`config.mk`:
```
export PLATFORM = sky130hd
export DESIGN_NAME = uartTop
export DESIGN_NICKNAME = d
export VERILOG_FILES = /design/src/design/uartPkg.sv /design/src/design/uartRegs.sv /design/src/design/baudGen.sv /design/src/design/uartTx.sv /design/src/design/uartRx.sv /design/src/design/uartTop.sv
export SDC_FILE = /design/constraint.sdc
export NUM_CORES = 1
export LEC_CHECK = 0
export BUFFER_PORTS_ARGS = -buffer_cell sky130_fd_sc_hd__buf_2
export CORE_MARGIN = 4
export CORE_UTILIZATION = 60
export CTS_BUF_LIST = sky130_fd_sc_hd__clkbuf_16
export DETAILED_ROUTE_END_ITERATION = 8
export GPL_TIMING_DRIVEN = 1
export PLACE_DENSITY = 0.8
export SLEW_MARGIN = 20
export SYNTH_ARGS = -nofsm -noshare
export SYNTH_HDL_FRONTEND = slang
export SYNTH_SLANG_ARGS = --single-unit
```
`constraint.sdc`:
```
create_clock -name clock -period 6.4 [get_ports clock]
set_clock_uncertainty 0.2 [all_clocks]
set_input_delay 1.6 -clock clock [delete_from_list [all_inputs] [get_ports clock]]
set_output_delay 1.6 -clock clock [all_outputs]
set_load 0.01 [all_outputs]
```
`src/design/uartPkg.sv`:
```
package uartPkg;

	// Register offsets seen by the bus master, one 32-bit word each
	localparam logic [23:0] addrTxFlag   = 24'h00_0000;
	localparam logic [23:0] addrRxFlag   = 24'h00_0004;
	localparam logic [23:0] addrTxData   = 24'h00_0008;
	localparam logic [23:0] addrRxData   = 24'h00_000C;
	localparam logic [23:0] addrBaudRate = 24'h00_0010;

	localparam int oversample = 16; // Baud ticks per serial bit

	// One bus request as driven by the master and carried down the wait-state pipeline
	typedef struct packed {
		logic enable;
		logic read;
		logic write;
		logic [23:0] address;
		logic [31:0] writeData;
	} busRequest;

	// Stored register state; the transmit flag is the live busy level and is not stored
	typedef struct packed {
		logic rxFlag;
		logic [7:0] rxData;
		logic [31:0] txData;
		logic [31:0] baudRate;
	} regFile;

	typedef enum logic [1:0] {
		txIdle,
		txStart,
		txData,
		txStop
	} txState;

	typedef enum logic [1:0] {
		rxIdle,
		rxStart,
		rxData,
		rxStop
	} rxState;

endpackage

```
`src/design/uartRegs.sv`:
```
`timescale 1ns/1ps

module uartRegs #(
	parameter int waitStates = 2
) (
	input logic clock,
	input logic reset,
	input uartPkg::busRequest request,
	output logic [31:0] readData,
	output logic ready,
	output logic [15:0] baudDivisor,
	output logic txStart,
	output logic [7:0] txByte,
	input logic txBusy,
	input logic rxValid,
	input logic [7:0] rxByte
);

	uartPkg::busRequest pipe [waitStates:0];
	uartPkg::busRequest last;
	uartPkg::regFile regs;
	logic [31:0] readMux;
	logic lastWrite;
	logic lastRead;
	logic firstRead;

	assign last = pipe[waitStates]; // Request that has waited out its wait states
	assign lastWrite = last.enable && last.write;
	assign lastRead = last.enable && last.read;
	assign firstRead = pipe[0].enable && pipe[0].read;

	assign baudDivisor = regs.baudRate[15:0];
	assign txByte = regs.txData[7:0];

	// An accepted request moves one stage down the pipeline per clock
	always_ff @(posedge clock) begin
		if (reset) begin
			pipe <= '{default: '0};
		end else begin
			pipe[0] <= ready ? request : '0; // Nothing is accepted while a read is pending
			for (int i = 1; i <= waitStates; i++) begin
				pipe[i] <= pipe[i - 1];
			end
		end
	end

	always_comb begin
		case (last.address)
			uartPkg::addrTxFlag: begin
				readMux = {31'b0, txBusy};
			end
			uartPkg::addrRxFlag: begin
				readMux = {31'b0, regs.rxFlag};
			end
			uartPkg::addrTxData: begin
				readMux = regs.txData;
			end
			uartPkg::addrRxData: begin
				readMux = {24'b0, regs.rxData};
			end
			uartPkg::addrBaudRate: begin
				readMux = regs.baudRate;
			end
			default: begin
				readMux = '0;
			end
		endcase
	end

	always_ff @(posedge clock) begin
		if (reset) begin
			regs <= '0;
			readData <= '0;
			ready <= 1'b1;
			txStart <= 1'b0;
		end else begin
			txStart <= 1'b0;
			if (lastWrite) begin
				case (last.address)
					uartPkg::addrTxFlag: begin
						// Dropped while a frame is on the line or just starting
						txStart <= last.writeData[0] && !txBusy && !txStart;
					end
					uartPkg::addrRxFlag: begin
						if (!last.writeData[0]) begin
							regs.rxFlag <= 1'b0;
						end
					end
					uartPkg::addrTxData: begin
						regs.txData <= last.writeData;
					end
					uartPkg::addrBaudRate: begin
						regs.baudRate <= last.writeData;
					end
					default: begin
					end
				endcase
			end
			// A new byte comes after the clear so that the set wins on a shared edge
			if (rxValid) begin
				regs.rxFlag <= 1'b1;
				regs.rxData <= rxByte;
			end
			if (firstRead) begin
				ready <= 1'b0;
			end else if (lastRead) begin
				ready <= 1'b1;
			end
			if (lastRead) begin
				readData <= readMux;
			end
		end
	end

	assert property (@(posedge clock) disable iff (reset)
		$fell(ready) |-> ##[1:waitStates] ready)
		else $error("Bus ready held low longer than the wait states");

	assert property (@(posedge clock) disable iff (reset) txStart |-> !txBusy)
		else $error("Transmit start issued while the transmitter is busy");

endmodule

```
`src/design/baudGen.sv`:
```
`timescale 1ns/1ps

module baudGen (
	input logic clock,
	input logic reset,
	input logic [15:0] baudDivisor,
	output logic tick
);

	logic [15:0] count;
	logic [15:0] lastDivisor;

	// One tick every baudDivisor+1 clocks
	always_ff @(posedge clock) begin
		if (reset) begin
			count <= '0;
			lastDivisor <= '0;
			tick <= 1'b0;
		end else begin
			lastDivisor <= baudDivisor;
			if (baudDivisor != lastDivisor) begin
				count <= baudDivisor; // Restart at the new rate
				tick <= 1'b0;
			end else if (count == '0) begin
				count <= baudDivisor;
				tick <= 1'b1;
			end else begin
				count <= count - 16'd1;
				tick <= 1'b0;
			end
		end
	end

endmodule

```
`src/design/uartTx.sv`:
```
`timescale 1ns/1ps

module uartTx (
	input logic clock,
	input logic reset,
	input logic tick,
	input logic txStart,
	input logic [7:0] txByte,
	output logic txd,
	output logic txBusy
);

	uartPkg::txState state;
	logic [3:0] tickCount;
	logic [2:0] bitIndex;
	logic [7:0] shifter;
	logic bitDone;

	assign bitDone = tick && (tickCount == 4'(uartPkg::oversample - 1));
	assign txBusy = (state != uartPkg::txIdle);

	always_ff @(posedge clock) begin
		if (reset) begin
			state <= uartPkg::txIdle;
			tickCount <= '0;
			bitIndex <= '0;
			txd <= 1'b1;
		end else begin
			if (tick) begin
				tickCount <= tickCount + 4'd1; // Wraps at the end of each bit
			end
			case (state)
				uartPkg::txIdle: begin
					tickCount <= '0;
					if (txStart) begin
						state <= uartPkg::txStart;
						txd <= 1'b0;
					end
				end
				uartPkg::txStart: begin
					if (bitDone) begin
						state <= uartPkg::txData;
						bitIndex <= '0;
						txd <= shifter[0];
					end
				end
				uartPkg::txData: begin
					if (bitDone) begin
						if (bitIndex == 3'd7) begin
							state <= uartPkg::txStop;
							txd <= 1'b1;
						end else begin
							bitIndex <= bitIndex + 3'd1;
							txd <= shifter[1]; // Next bit, the shifter moves on at this edge
						end
					end
				end
				uartPkg::txStop: begin
					if (bitDone) begin
						state <= uartPkg::txIdle;
					end
				end
			endcase
		end
	end

	always_ff @(posedge clock) begin
		if (state == uartPkg::txIdle && txStart) begin
			shifter <= txByte;
		end else if (state == uartPkg::txData && bitDone) begin
			shifter <= shifter >> 1;
		end
	end

	assert property (@(posedge clock) disable iff (reset) state == uartPkg::txIdle |-> txd)
		else $error("Transmit line not idle high between frames");

endmodule

```
`src/design/uartRx.sv`:
```
`timescale 1ns/1ps

module uartRx (
	input logic clock,
	input logic reset,
	input logic tick,
	input logic rxd,
	output logic rxValid,
	output logic [7:0] rxByte
);

	uartPkg::rxState state;
	logic [1:0] rxSync;
	logic rxdLast;
	logic rxBit;
	logic fallingEdge;
	logic [3:0] tickCount;
	logic [2:0] bitIndex;
	logic [7:0] shifter;
	logic bitDone;
	logic halfDone;

	assign rxBit = rxSync[1];
	assign fallingEdge = rxdLast && !rxBit;
	assign bitDone = tick && (tickCount == 4'(uartPkg::oversample - 1));
	assign halfDone = tick && (tickCount == 4'(uartPkg::oversample / 2 - 1));

	always_ff @(posedge clock) begin
		if (reset) begin
			rxSync <= 2'b11; // Line idles high
			rxdLast <= 1'b1;
			state <= uartPkg::rxIdle;
			tickCount <= '0;
			bitIndex <= '0;
			rxValid <= 1'b0;
		end else begin
			rxSync <= {rxSync[0], rxd};
			rxdLast <= rxBit;
			rxValid <= 1'b0;
			if (tick) begin
				tickCount <= tickCount + 4'd1;
			end
			case (state)
				uartPkg::rxIdle: begin
					tickCount <= '0;
					if (fallingEdge) begin
						state <= uartPkg::rxStart;
					end
				end
				uartPkg::rxStart: begin
					if (halfDone) begin
						tickCount <= '0; // Later samples land at bit centres
						if (!rxBit) begin
							state <= uartPkg::rxData;
							bitIndex <= '0;
						end else begin
							state <= uartPkg::rxIdle; // A glitch and not a start bit
						end
					end
				end
				uartPkg::rxData: begin
					if (bitDone) begin
						if (bitIndex == 3'd7) begin
							state <= uartPkg::rxStop;
						end else begin
							bitIndex <= bitIndex + 3'd1;
						end
					end
				end
				uartPkg::rxStop: begin
					if (bitDone) begin
						state <= uartPkg::rxIdle;
						rxValid <= rxBit; // Framing error drops the byte
					end
				end
			endcase
		end
	end

	// Data bits arrive LSB first
	always_ff @(posedge clock) begin
		if (state == uartPkg::rxData && bitDone) begin
			shifter <= {rxBit, shifter[7:1]};
		end
		if (state == uartPkg::rxStop && bitDone && rxBit) begin
			rxByte <= shifter;
		end
	end

	assert property (@(posedge clock) disable iff (reset) rxValid |=> !rxValid)
		else $error("Receive valid held for more than one cycle");

endmodule

```
`src/design/uartTop.sv`:
```
`timescale 1ns/1ps

module uartTop #(
	parameter int waitStates = 2
) (
	input logic clock,
	input logic reset,
	input uartPkg::busRequest request,
	output logic [31:0] readData,
	output logic ready,
	output logic txd,
	input logic rxd
);

	logic [15:0] baudDivisor;
	logic tick;
	logic txStart;
	logic [7:0] txByte;
	logic txBusy;
	logic rxValid;
	logic [7:0] rxByte;

	uartRegs #(
		.waitStates(waitStates)
	) regBlock (
		.clock(clock),
		.reset(reset),
		.request(request),
		.readData(readData),
		.ready(ready),
		.baudDivisor(baudDivisor),
		.txStart(txStart),
		.txByte(txByte),
		.txBusy(txBusy),
		.rxValid(rxValid),
		.rxByte(rxByte)
	);

	baudGen baudTicks (
		.clock(clock),
		.reset(reset),
		.baudDivisor(baudDivisor),
		.tick(tick)
	);

	uartTx transmitter (
		.clock(clock),
		.reset(reset),
		.tick(tick),
		.txStart(txStart),
		.txByte(txByte),
		.txd(txd),
		.txBusy(txBusy)
	);

	uartRx receiver (
		.clock(clock),
		.reset(reset),
		.tick(tick),
		.rxd(rxd),
		.rxValid(rxValid),
		.rxByte(rxByte)
	);

endmodule

```
==> results of run 1 <==
## synthesized netlist by cell type (6+ instances only)
library cell and count:
a21oi_1 49, a22oi_1 35, and3_1 64, buf_1 6, buf_2 6, clkbuf_1 57, dfxtp_1 340, edfxtp_1 24
ha_1 12, inv_1 12, mux2_2 15, mux2i_1 42, nand2_1 121, nand4_1 8, nor2_1 68, nor2b_1 139
nor3_1 13, nor4_1 12, o21ai_0 21, o21ai_1 25, o41ai_1 8, xnor2_1 10, xor2_1 25
## report_power, final
| group | total, mW | switching (mW) | internal, mW | leakage [nW] |
|---|---|---|---|---|
| Clock | 2.06 | 0.832 | 1.23 | 0.600 |
| Combinational | 0.480 | 0.265 | 0.215 | 2.07 |
| Sequential | 2.46 | 0.0782 | 2.39 | 2.99 |
## layout make-up
cell class	count	share of cell area (%)
repair buffers	104	3.89
flip-flops and latches	364	53.3
inverters	12	0.319
clock buffers	41	7.26
clock inverters	25	1.20
well taps	270	2.39
multi-input cells	717	31.7
## cell families (layout without fill, tap and decap cells)
family	Yosys count	in the layout	synth area share, %
multiplexers	58	58	4.96
adder cells (fa/ha/maj)	12	12	1.22
AND/OR/NAND/NOR	458	458	20.0
flip-flops	364	364	61.0
AO/OA/AOI/OAI	154	154	7.53
XOR/XNOR	35	35	2.49
buffers and inverters	84	182	2.80
## worst paths after layout
check,depth (start not counted),end,start,slack [ns]
setup / recovery,1,ready,regBlock.ready,2.95
hold / removal,1,receiver.rxSync[1],receiver.rxSync[0],0.21
setup reg to reg,5,baudTicks.count[6],regBlock.baudDivisor[4],3.54
hold reg to reg,1,receiver.rxSync[1],receiver.rxSync[0],0.21
## metal layers
metal  up-vias  share of wire, %  GRT usage, %  wire length [µm]
met5         -                 0             0                 0
met4         0               1.9          6.26               448
met3        42               5.9          3.98              1380
met2       221                48          34.1             11000
met1      3755                44          25.9             10300
li1       4086                 -             -                 -
## state kept, by name (all words and copies together), names as in the netlist, 3 cells and up, named ones only
signal and count:
regBlock.pipe 118, regBlock.last 59, regBlock.regs 49, regBlock.readData 32, baudTicks.count 16, baudTicks.lastDivisor 16
regBlock.baudDivisor 16, receiver.rxByte 8, receiver.shifter 8, regBlock.txByte 8, transmitter.shifter 8, receiver.tickCount 4
transmitter.tickCount 4, receiver.bitIndex 3, transmitter.bitIndex 3
## layout by cell type, fill, tap and decap left out, types with 8 or more instances in the layout
master | netlist | final
inv_1 | 12 | 18
mux2_2 | 15 | 15
nor3_1 | 13 | 13
xor2_1 | 25 | 25
ha_1 | 12 | 12
a22oi_1 | 35 | 35
buf_4 | 0 | 9
o21ai_1 | 25 | 25
edfxtp_1 | 24 | 24
nor2_1 | 68 | 68
o41ai_1 | 8 | 8
xnor2_1 | 10 | 10
clkinv_1 | 0 | 9
mux2i_1 | 42 | 42
a21oi_1 | 49 | 48
nand4_1 | 8 | 8
o21ai_0 | 21 | 21
nand2_1 | 121 | 121
nor2b_1 | 139 | 137
nor4_1 | 12 | 11
dfxtp_1 | 340 | 339
clkbuf_16 | 0 | 41
and3_1 | 64 | 64
buf_2 | 6 | 94
## per-stage QoR
step | util, % | worst slack [ns] | cell area (µm²) | cells
floorplan | - | 3.30 | 12300 | 1165
global placement | 63.9 | 2.71 | 12900 | 1467
detailed placement | 63.9 | 2.67 | 12900 | 1467
CTS | 69.8 | 2.92 | 14100 | 1533
global route | 69.8 | 2.82 | 14100 | 1533
finish | 69.8 | 2.95 | 14100 | 1533
==> run_results.csv, run 1 <==
group,metric,value,unit
drt,dr.pass1.iters,5,
critical_path,path_max_fanout,61,
critical_path,critPathSlowestCell,"dfxtp_2",
critical_path,crit_chain,"buf_2",
global_route,overflow,0,
place,io_buffers,95,
critical_path,timing.critical_path.buf_inv,1,
global_route,grt_pass1_vias,7715,
die,die_w,151,µm
final_layout,area_growth,14.6,%
final_layout,diodes,0,
sta,min_period_over_period,53.9,%
job,cap_viol_max_count,0,
place,place_congestion,0.861,
sta,setup_viol,0,
global_route,grt_first_pass_wirelength,37200,µm
clocking,postCtsSetupRepairBufs,0,
critical_path,crit_type,"reg2out",
power_and_ir_drop,p_leak,5.66,nW
synth,synthesis.area,12300,µm²
power_and_ir_drop,total_power,5.01,mW
synth,yosys.area.top_type_share,55.2,%
sta,fmax,290,MHz
synth,yosysTopAreaCell,"dfxtp_1",
synth,syn_nets,1239,
final_layout,regArea,7530,µm²
synth,async_flop_share,0,%
final_layout,nFillCells,1449,
clocking,cts.hold.buffers_added,0,
sta,whs,0.208,ns
die,start_util,60.9,%
clocking,clock_latency,0.51,ns
synth,syn-mean-instance-area,10.6,µm²
clocking,cts_tree,"done",
clocking,cts_root_buf,"clkbuf_16",
die,core-area,20200,µm²
clocking,cts.clk_slew.worst_paths,0.06,ns
synth,synthFlopType,"dfxtp_1",
synth,synth-edff-count,24,
drt,vias,8104,
worst_hold_path,hp-class,"reg2reg",
drt,drt-initial-drc-count,447,
synth,ys_types,52,
critical_path,slowest_delay,0.86,ns
sta,slew_headroom,41.2,%
final_layout,nets,1310,
sta,worstMarginPinSlew,0.882,ns
clocking,ctsResizeCount,0,
sta,rsz0062_at_grt,"no",
power_and_ir_drop,power_density,354,nW/µm²
die,ios,96,
synth,synthTopCellsByArea,"dfxtp_1, nor2b_1, edfxtp_1",
critical_path,crit_family,"flip-flops",
critical_path,critPathCaptureType,"output port",
global_route,track_usage,20.1,%
sta,finalHoldViolations,0,
final_layout,layout-drive-gt1-share,14.7,%
clocking,numCtsBuffers,37,
die,die-area,22900,µm²
critical_path,critPathRequiredTime,4.60,ns
synth,ys_warn_count,0,
synth,synth-seq-cells,364,
final_layout,multi_input_area,4470,µm²
drt,route.detailed.drc,0,
global_route,antenna_found_initial,0,
die,die_h,151,µm
synth,yosysSeqAreaShare,61.0,%
clocking,cts.sinks,364,
critical_path,arrival,1.65,ns
place,dp_hpwl,14100,µm
drt,routed_wirelength,23100,µm
die,fp-row-count,52,
drt,vias_per_cell,5.29,
sta,slew_violations,0,
power_and_ir_drop,irDropWorstVdd,234,µV
run_status,outcome,"finished clean",
clocking,cts_buffer_depth,3,
synth,synth_cells,1165,
critical_path,cp-start-kind,"flip-flop",
global_route,grt_max_degree,88,
sta,setup_tns,0,ns
drt,wire_per_inst,15.1,µm
sta,min_period,3.45,ns
clocking,htreeDepth,2,
drt,ant_nets,0,
(Power assumes the default switching activity.)
==> inputs of run 2 (changes only) <==
--- a/config.mk
+++ b/config.mk
@@ -5,13 +5,14 @@
 export SDC_FILE = /design/constraint.sdc
 export NUM_CORES = 1
 export LEC_CHECK = 0
+export ABC_AREA = 1
 export BUFFER_PORTS_ARGS = -buffer_cell sky130_fd_sc_hd__buf_2
 export CORE_MARGIN = 4
-export CORE_UTILIZATION = 60
+export CORE_UTILIZATION = 54
 export CTS_BUF_LIST = sky130_fd_sc_hd__clkbuf_16
 export DETAILED_ROUTE_END_ITERATION = 8
 export GPL_TIMING_DRIVEN = 1
-export PLACE_DENSITY = 0.8
+export PLACE_DENSITY = 0.76
 export SLEW_MARGIN = 20
 export SYNTH_ARGS = -nofsm -noshare
 export SYNTH_HDL_FRONTEND = slang
==> constraint.sdc (replaced) <==
create_clock -name clock -period 3 [get_ports clock]
set_clock_uncertainty 0.2 [all_clocks]
set_input_delay 0.75 -clock clock [delete_from_list [all_inputs] [get_ports clock]]
set_output_delay 0.75 -clock clock [all_outputs]
set_load 0.01 [all_outputs]
==> run 2 against run 1 <==
Synthesized cell count rose by 38%; clock-buffer cell count fell by 4; cell count rose by 33%; critical endpoint is now regBlock.regs[31]; die area rose by 17%; sequential cell count did not move; highest routed layer unchanged; critical path type is now reg2reg; largest power group unchanged; non-clock buffer count rose by 10; combinational power rose by 130%; setup slack got worse by 2.2 ns; clock power rose by 110%.
==> run_results.csv, run 2 <==
group,metric,value,unit
synth,synth-edff-count,24,
synth,synthesis.area,13100,µm²
synth,synthTopCellsByArea,"dfxtp_1, nor2_1, inv_1",
synth,synth_common_cells,"nor2_1, dfxtp_1, inv_1",
drt,dr.pass1.iters,6,
die,ios,96,
synth,async_flop_share,0,%
final_layout,nFillCells,2068,
run_status,outcome,"finished clean",
clocking,cts.sinks,364,
place,dp_hpwl,16600,µm
power_and_ir_drop,irDropWorstVdd,410,µV
sta,slew_violations,0,
synth,synth-simple-area-share,20.9,%
final_layout,mostFrequentLayoutCell,"nor2_1",
synth,synth_cells,1611,
die,fp-row-count,56,
synth,synth_top_family_by_area,"simple AND/OR/NAND/NOR gates",
critical_path,arrival,2.47,ns
place,dp_cells,1971,
critical_path,cp-start-kind,"flip-flop",
clocking,ctsResizeCount,0,
global_route,overflow,0,
synth,ys_types,37,
sta,rsz0062_at_grt,"no",
power_and_ir_drop,power_density,709,nW/µm²
critical_path,crit_family,"simple AND/OR/NAND/NOR gates",
clocking,cts_root_buf,"clkbuf_16",
clocking,cts.clk_slew.worst_paths,0.06,ns
drt,met3_length,1540,µm
drt,met2_length,11500,µm
drt,highest_layer,"met4",
global_route,antenna_found_initial,0,
clocking,htreeDepth,2,
global_route,grt_max_degree,70,
sta,fmax,449,MHz
global_route,grt_pass1_vias,9029,
die,core-area,23700,µm²
clocking,cts_buffer_depth,3,
sta,setup_viol,0,
sta,slew_headroom,49.8,%
critical_path,crit_chain,"nor2_1, nand2_1, nor2_4, and2_1, nand3_4, inv_2, o21ai_0, nor2_1",
final_layout,instances_no_fill,2038,
synth,synthMuxAreaShare,0.515,%
synth,ys_warn_count,0,
synth,yosys.area_share.adder,1.15,%
synth,synth-xor-area-share,1.74,%
drt,routed_wirelength,25400,µm
clocking,postCtsSetupRepairBufs,0,
drt,drt-initial-drc-count,692,
die,die_w,164,µm
place,place_congestion,0.897,
sta,worstMarginPinSlew,0.753,ns
synth,synth_compound_area_share,7.73,%
critical_path,slowest_delay,0.48,ns
synth,synth-seq-cells,364,
synth,yosysSeqAreaShare,57.4,%
drt,vias_per_cell,4.80,
sta,min_period_over_period,74.2,%
die,die-area,26800,µm²
die,start_util,55.4,%
final_layout,area_growth,14.2,%
synth,yosys.area.top_type_share,51.9,%
clocking,clock_latency,0.52,ns
synth,syn-mean-instance-area,8.14,µm²
drt,route.detailed.drc,0,
critical_path,path_max_fanout,31,
clocking,cts.hold.buffers_added,0,
sta,setup_tns,0,ns
synth,yosysTopAreaCell,"dfxtp_1",
final_layout,largest_reg_flops,118,
power_and_ir_drop,total_power,10.6,mW
global_route,track_usage,19.0,%
die,die_h,164,µm
job,cap_viol_max_count,0,
critical_path,crit_type,"reg2reg",
drt,met1Wirelength,11700,µm
final_layout,largest-register,"regBlock.pipe",
clocking,cts_tree,"done",
place,io_buffers,95,
synth,syn_nets,1685,
clocking,numCtsBuffers,37,
critical_path,timing.critical_path.buf_inv,1,
critical_path,critPathCaptureType,"flip-flop",
sta,min_period,2.23,ns
global_route,grt_first_pass_wirelength,42500,µm
critical_path,cpMostUsedCell,"nor2_1",
critical_path,critPathRequiredTime,3.25,ns
drt,wire_per_inst,12.4,µm
drt,vias,9790,
synth,synth_most_common_cell,"nor2_1",
synth,synthFlopType,"dfxtp_1",
power_and_ir_drop,p_leak,6.72,nW
critical_path,critPathSlowestCell,"inv_2",
final_layout,diodes,0,
drt,ant_nets,0,
final_layout,nets,1765,
final_layout,layout-drive-gt1-share,10.9,%
worst_hold_path,hp-class,"reg2reg",
final_layout,final_cell_mix,"nor2_1, dfxtp_1, inv_1",
sta,finalHoldViolations,0,
## run 2: changes by cell type after synthesis, sizes merged, moves of 26 or more
cell | before | now
inv | 12 | 272
a21oi | 49 | 75
and3 | 64 | 1
nand4 | 8 | 51
nand2 | 121 | 181
nor2 | 70 | 372
mux2i | 42 | 0
o21ai | 46 | 116
nor2b | 139 | 0
nand3 | 4 | 36
a22oi | 35 | 0
## run 2: routing by layer
layer  up-vias  GRT usage, %
met1      4376          26.2
li1       5122             -
met2       252          30.5
met3        40          3.56
met4         0          5.99
met5         -             0
## run 2: metrics by stage
step	instance area [µm²]	setup slack, ns	utilization (%)	hold slack, ns
finish	15000	0.773	63.2	0.192
global route	15000	0.590	63.2	0.192
global placement	13800	0.694	58.3	0.188
CTS	15000	0.762	63.2	0.193
floorplan	13100	1.02	-	0.188
detailed placement	13800	0.617	58.3	0.192
## run 2: cell type report
type                    instances  area [µm²]  area share, %
clock buffers                  37         926           6.18
multi-input cells             901        4210           28.1
repair buffers                114         649           4.34
flip-flops and latches        364        7530           50.3
clock inverters                30         235           1.57
well taps                     319         399           2.67
inverters                     273        1020           6.84
## run 2: kinds of logic after synthesis
logic type | after synthesis
flip-flops | 364
AND/OR/NAND/NOR | 658
adder cells (fa/ha/maj) | 12
buffers and inverters | 346
AO/OA/AOI/OAI | 199
multiplexers | 6
XOR/XNOR | 26
## run 2: power breakdown
part | leakage [nW] | total [mW] | switching (mW) | internal [mW]
registers | 2.98 | 5.16 | 0.0945 | 5.07
clock network | 0.602 | 4.33 | 1.82 | 2.52
logic | 3.13 | 1.11 | 0.725 | 0.385
total | 6.72 | 10.6 | 2.64 | 7.97
## run 2: worst paths after layout
check             cells past startpoint            endpoint  slack (ns)               from
hold reg to reg                       2  regBlock.pipe[105]        0.19  regBlock.pipe[46]
hold / removal                        2  regBlock.pipe[105]        0.19  regBlock.pipe[46]
setup reg to reg                      8   regBlock.regs[31]        0.77  regBlock.last[47]
setup / recovery                      8   regBlock.regs[31]        0.77  regBlock.last[47]
## run 2: tightest hold or removal path, cell delays in order, from the launching register on
cell,delay (ns)
dfxtp_1,0.29
inv_1,0.04
nor2_1,0.03
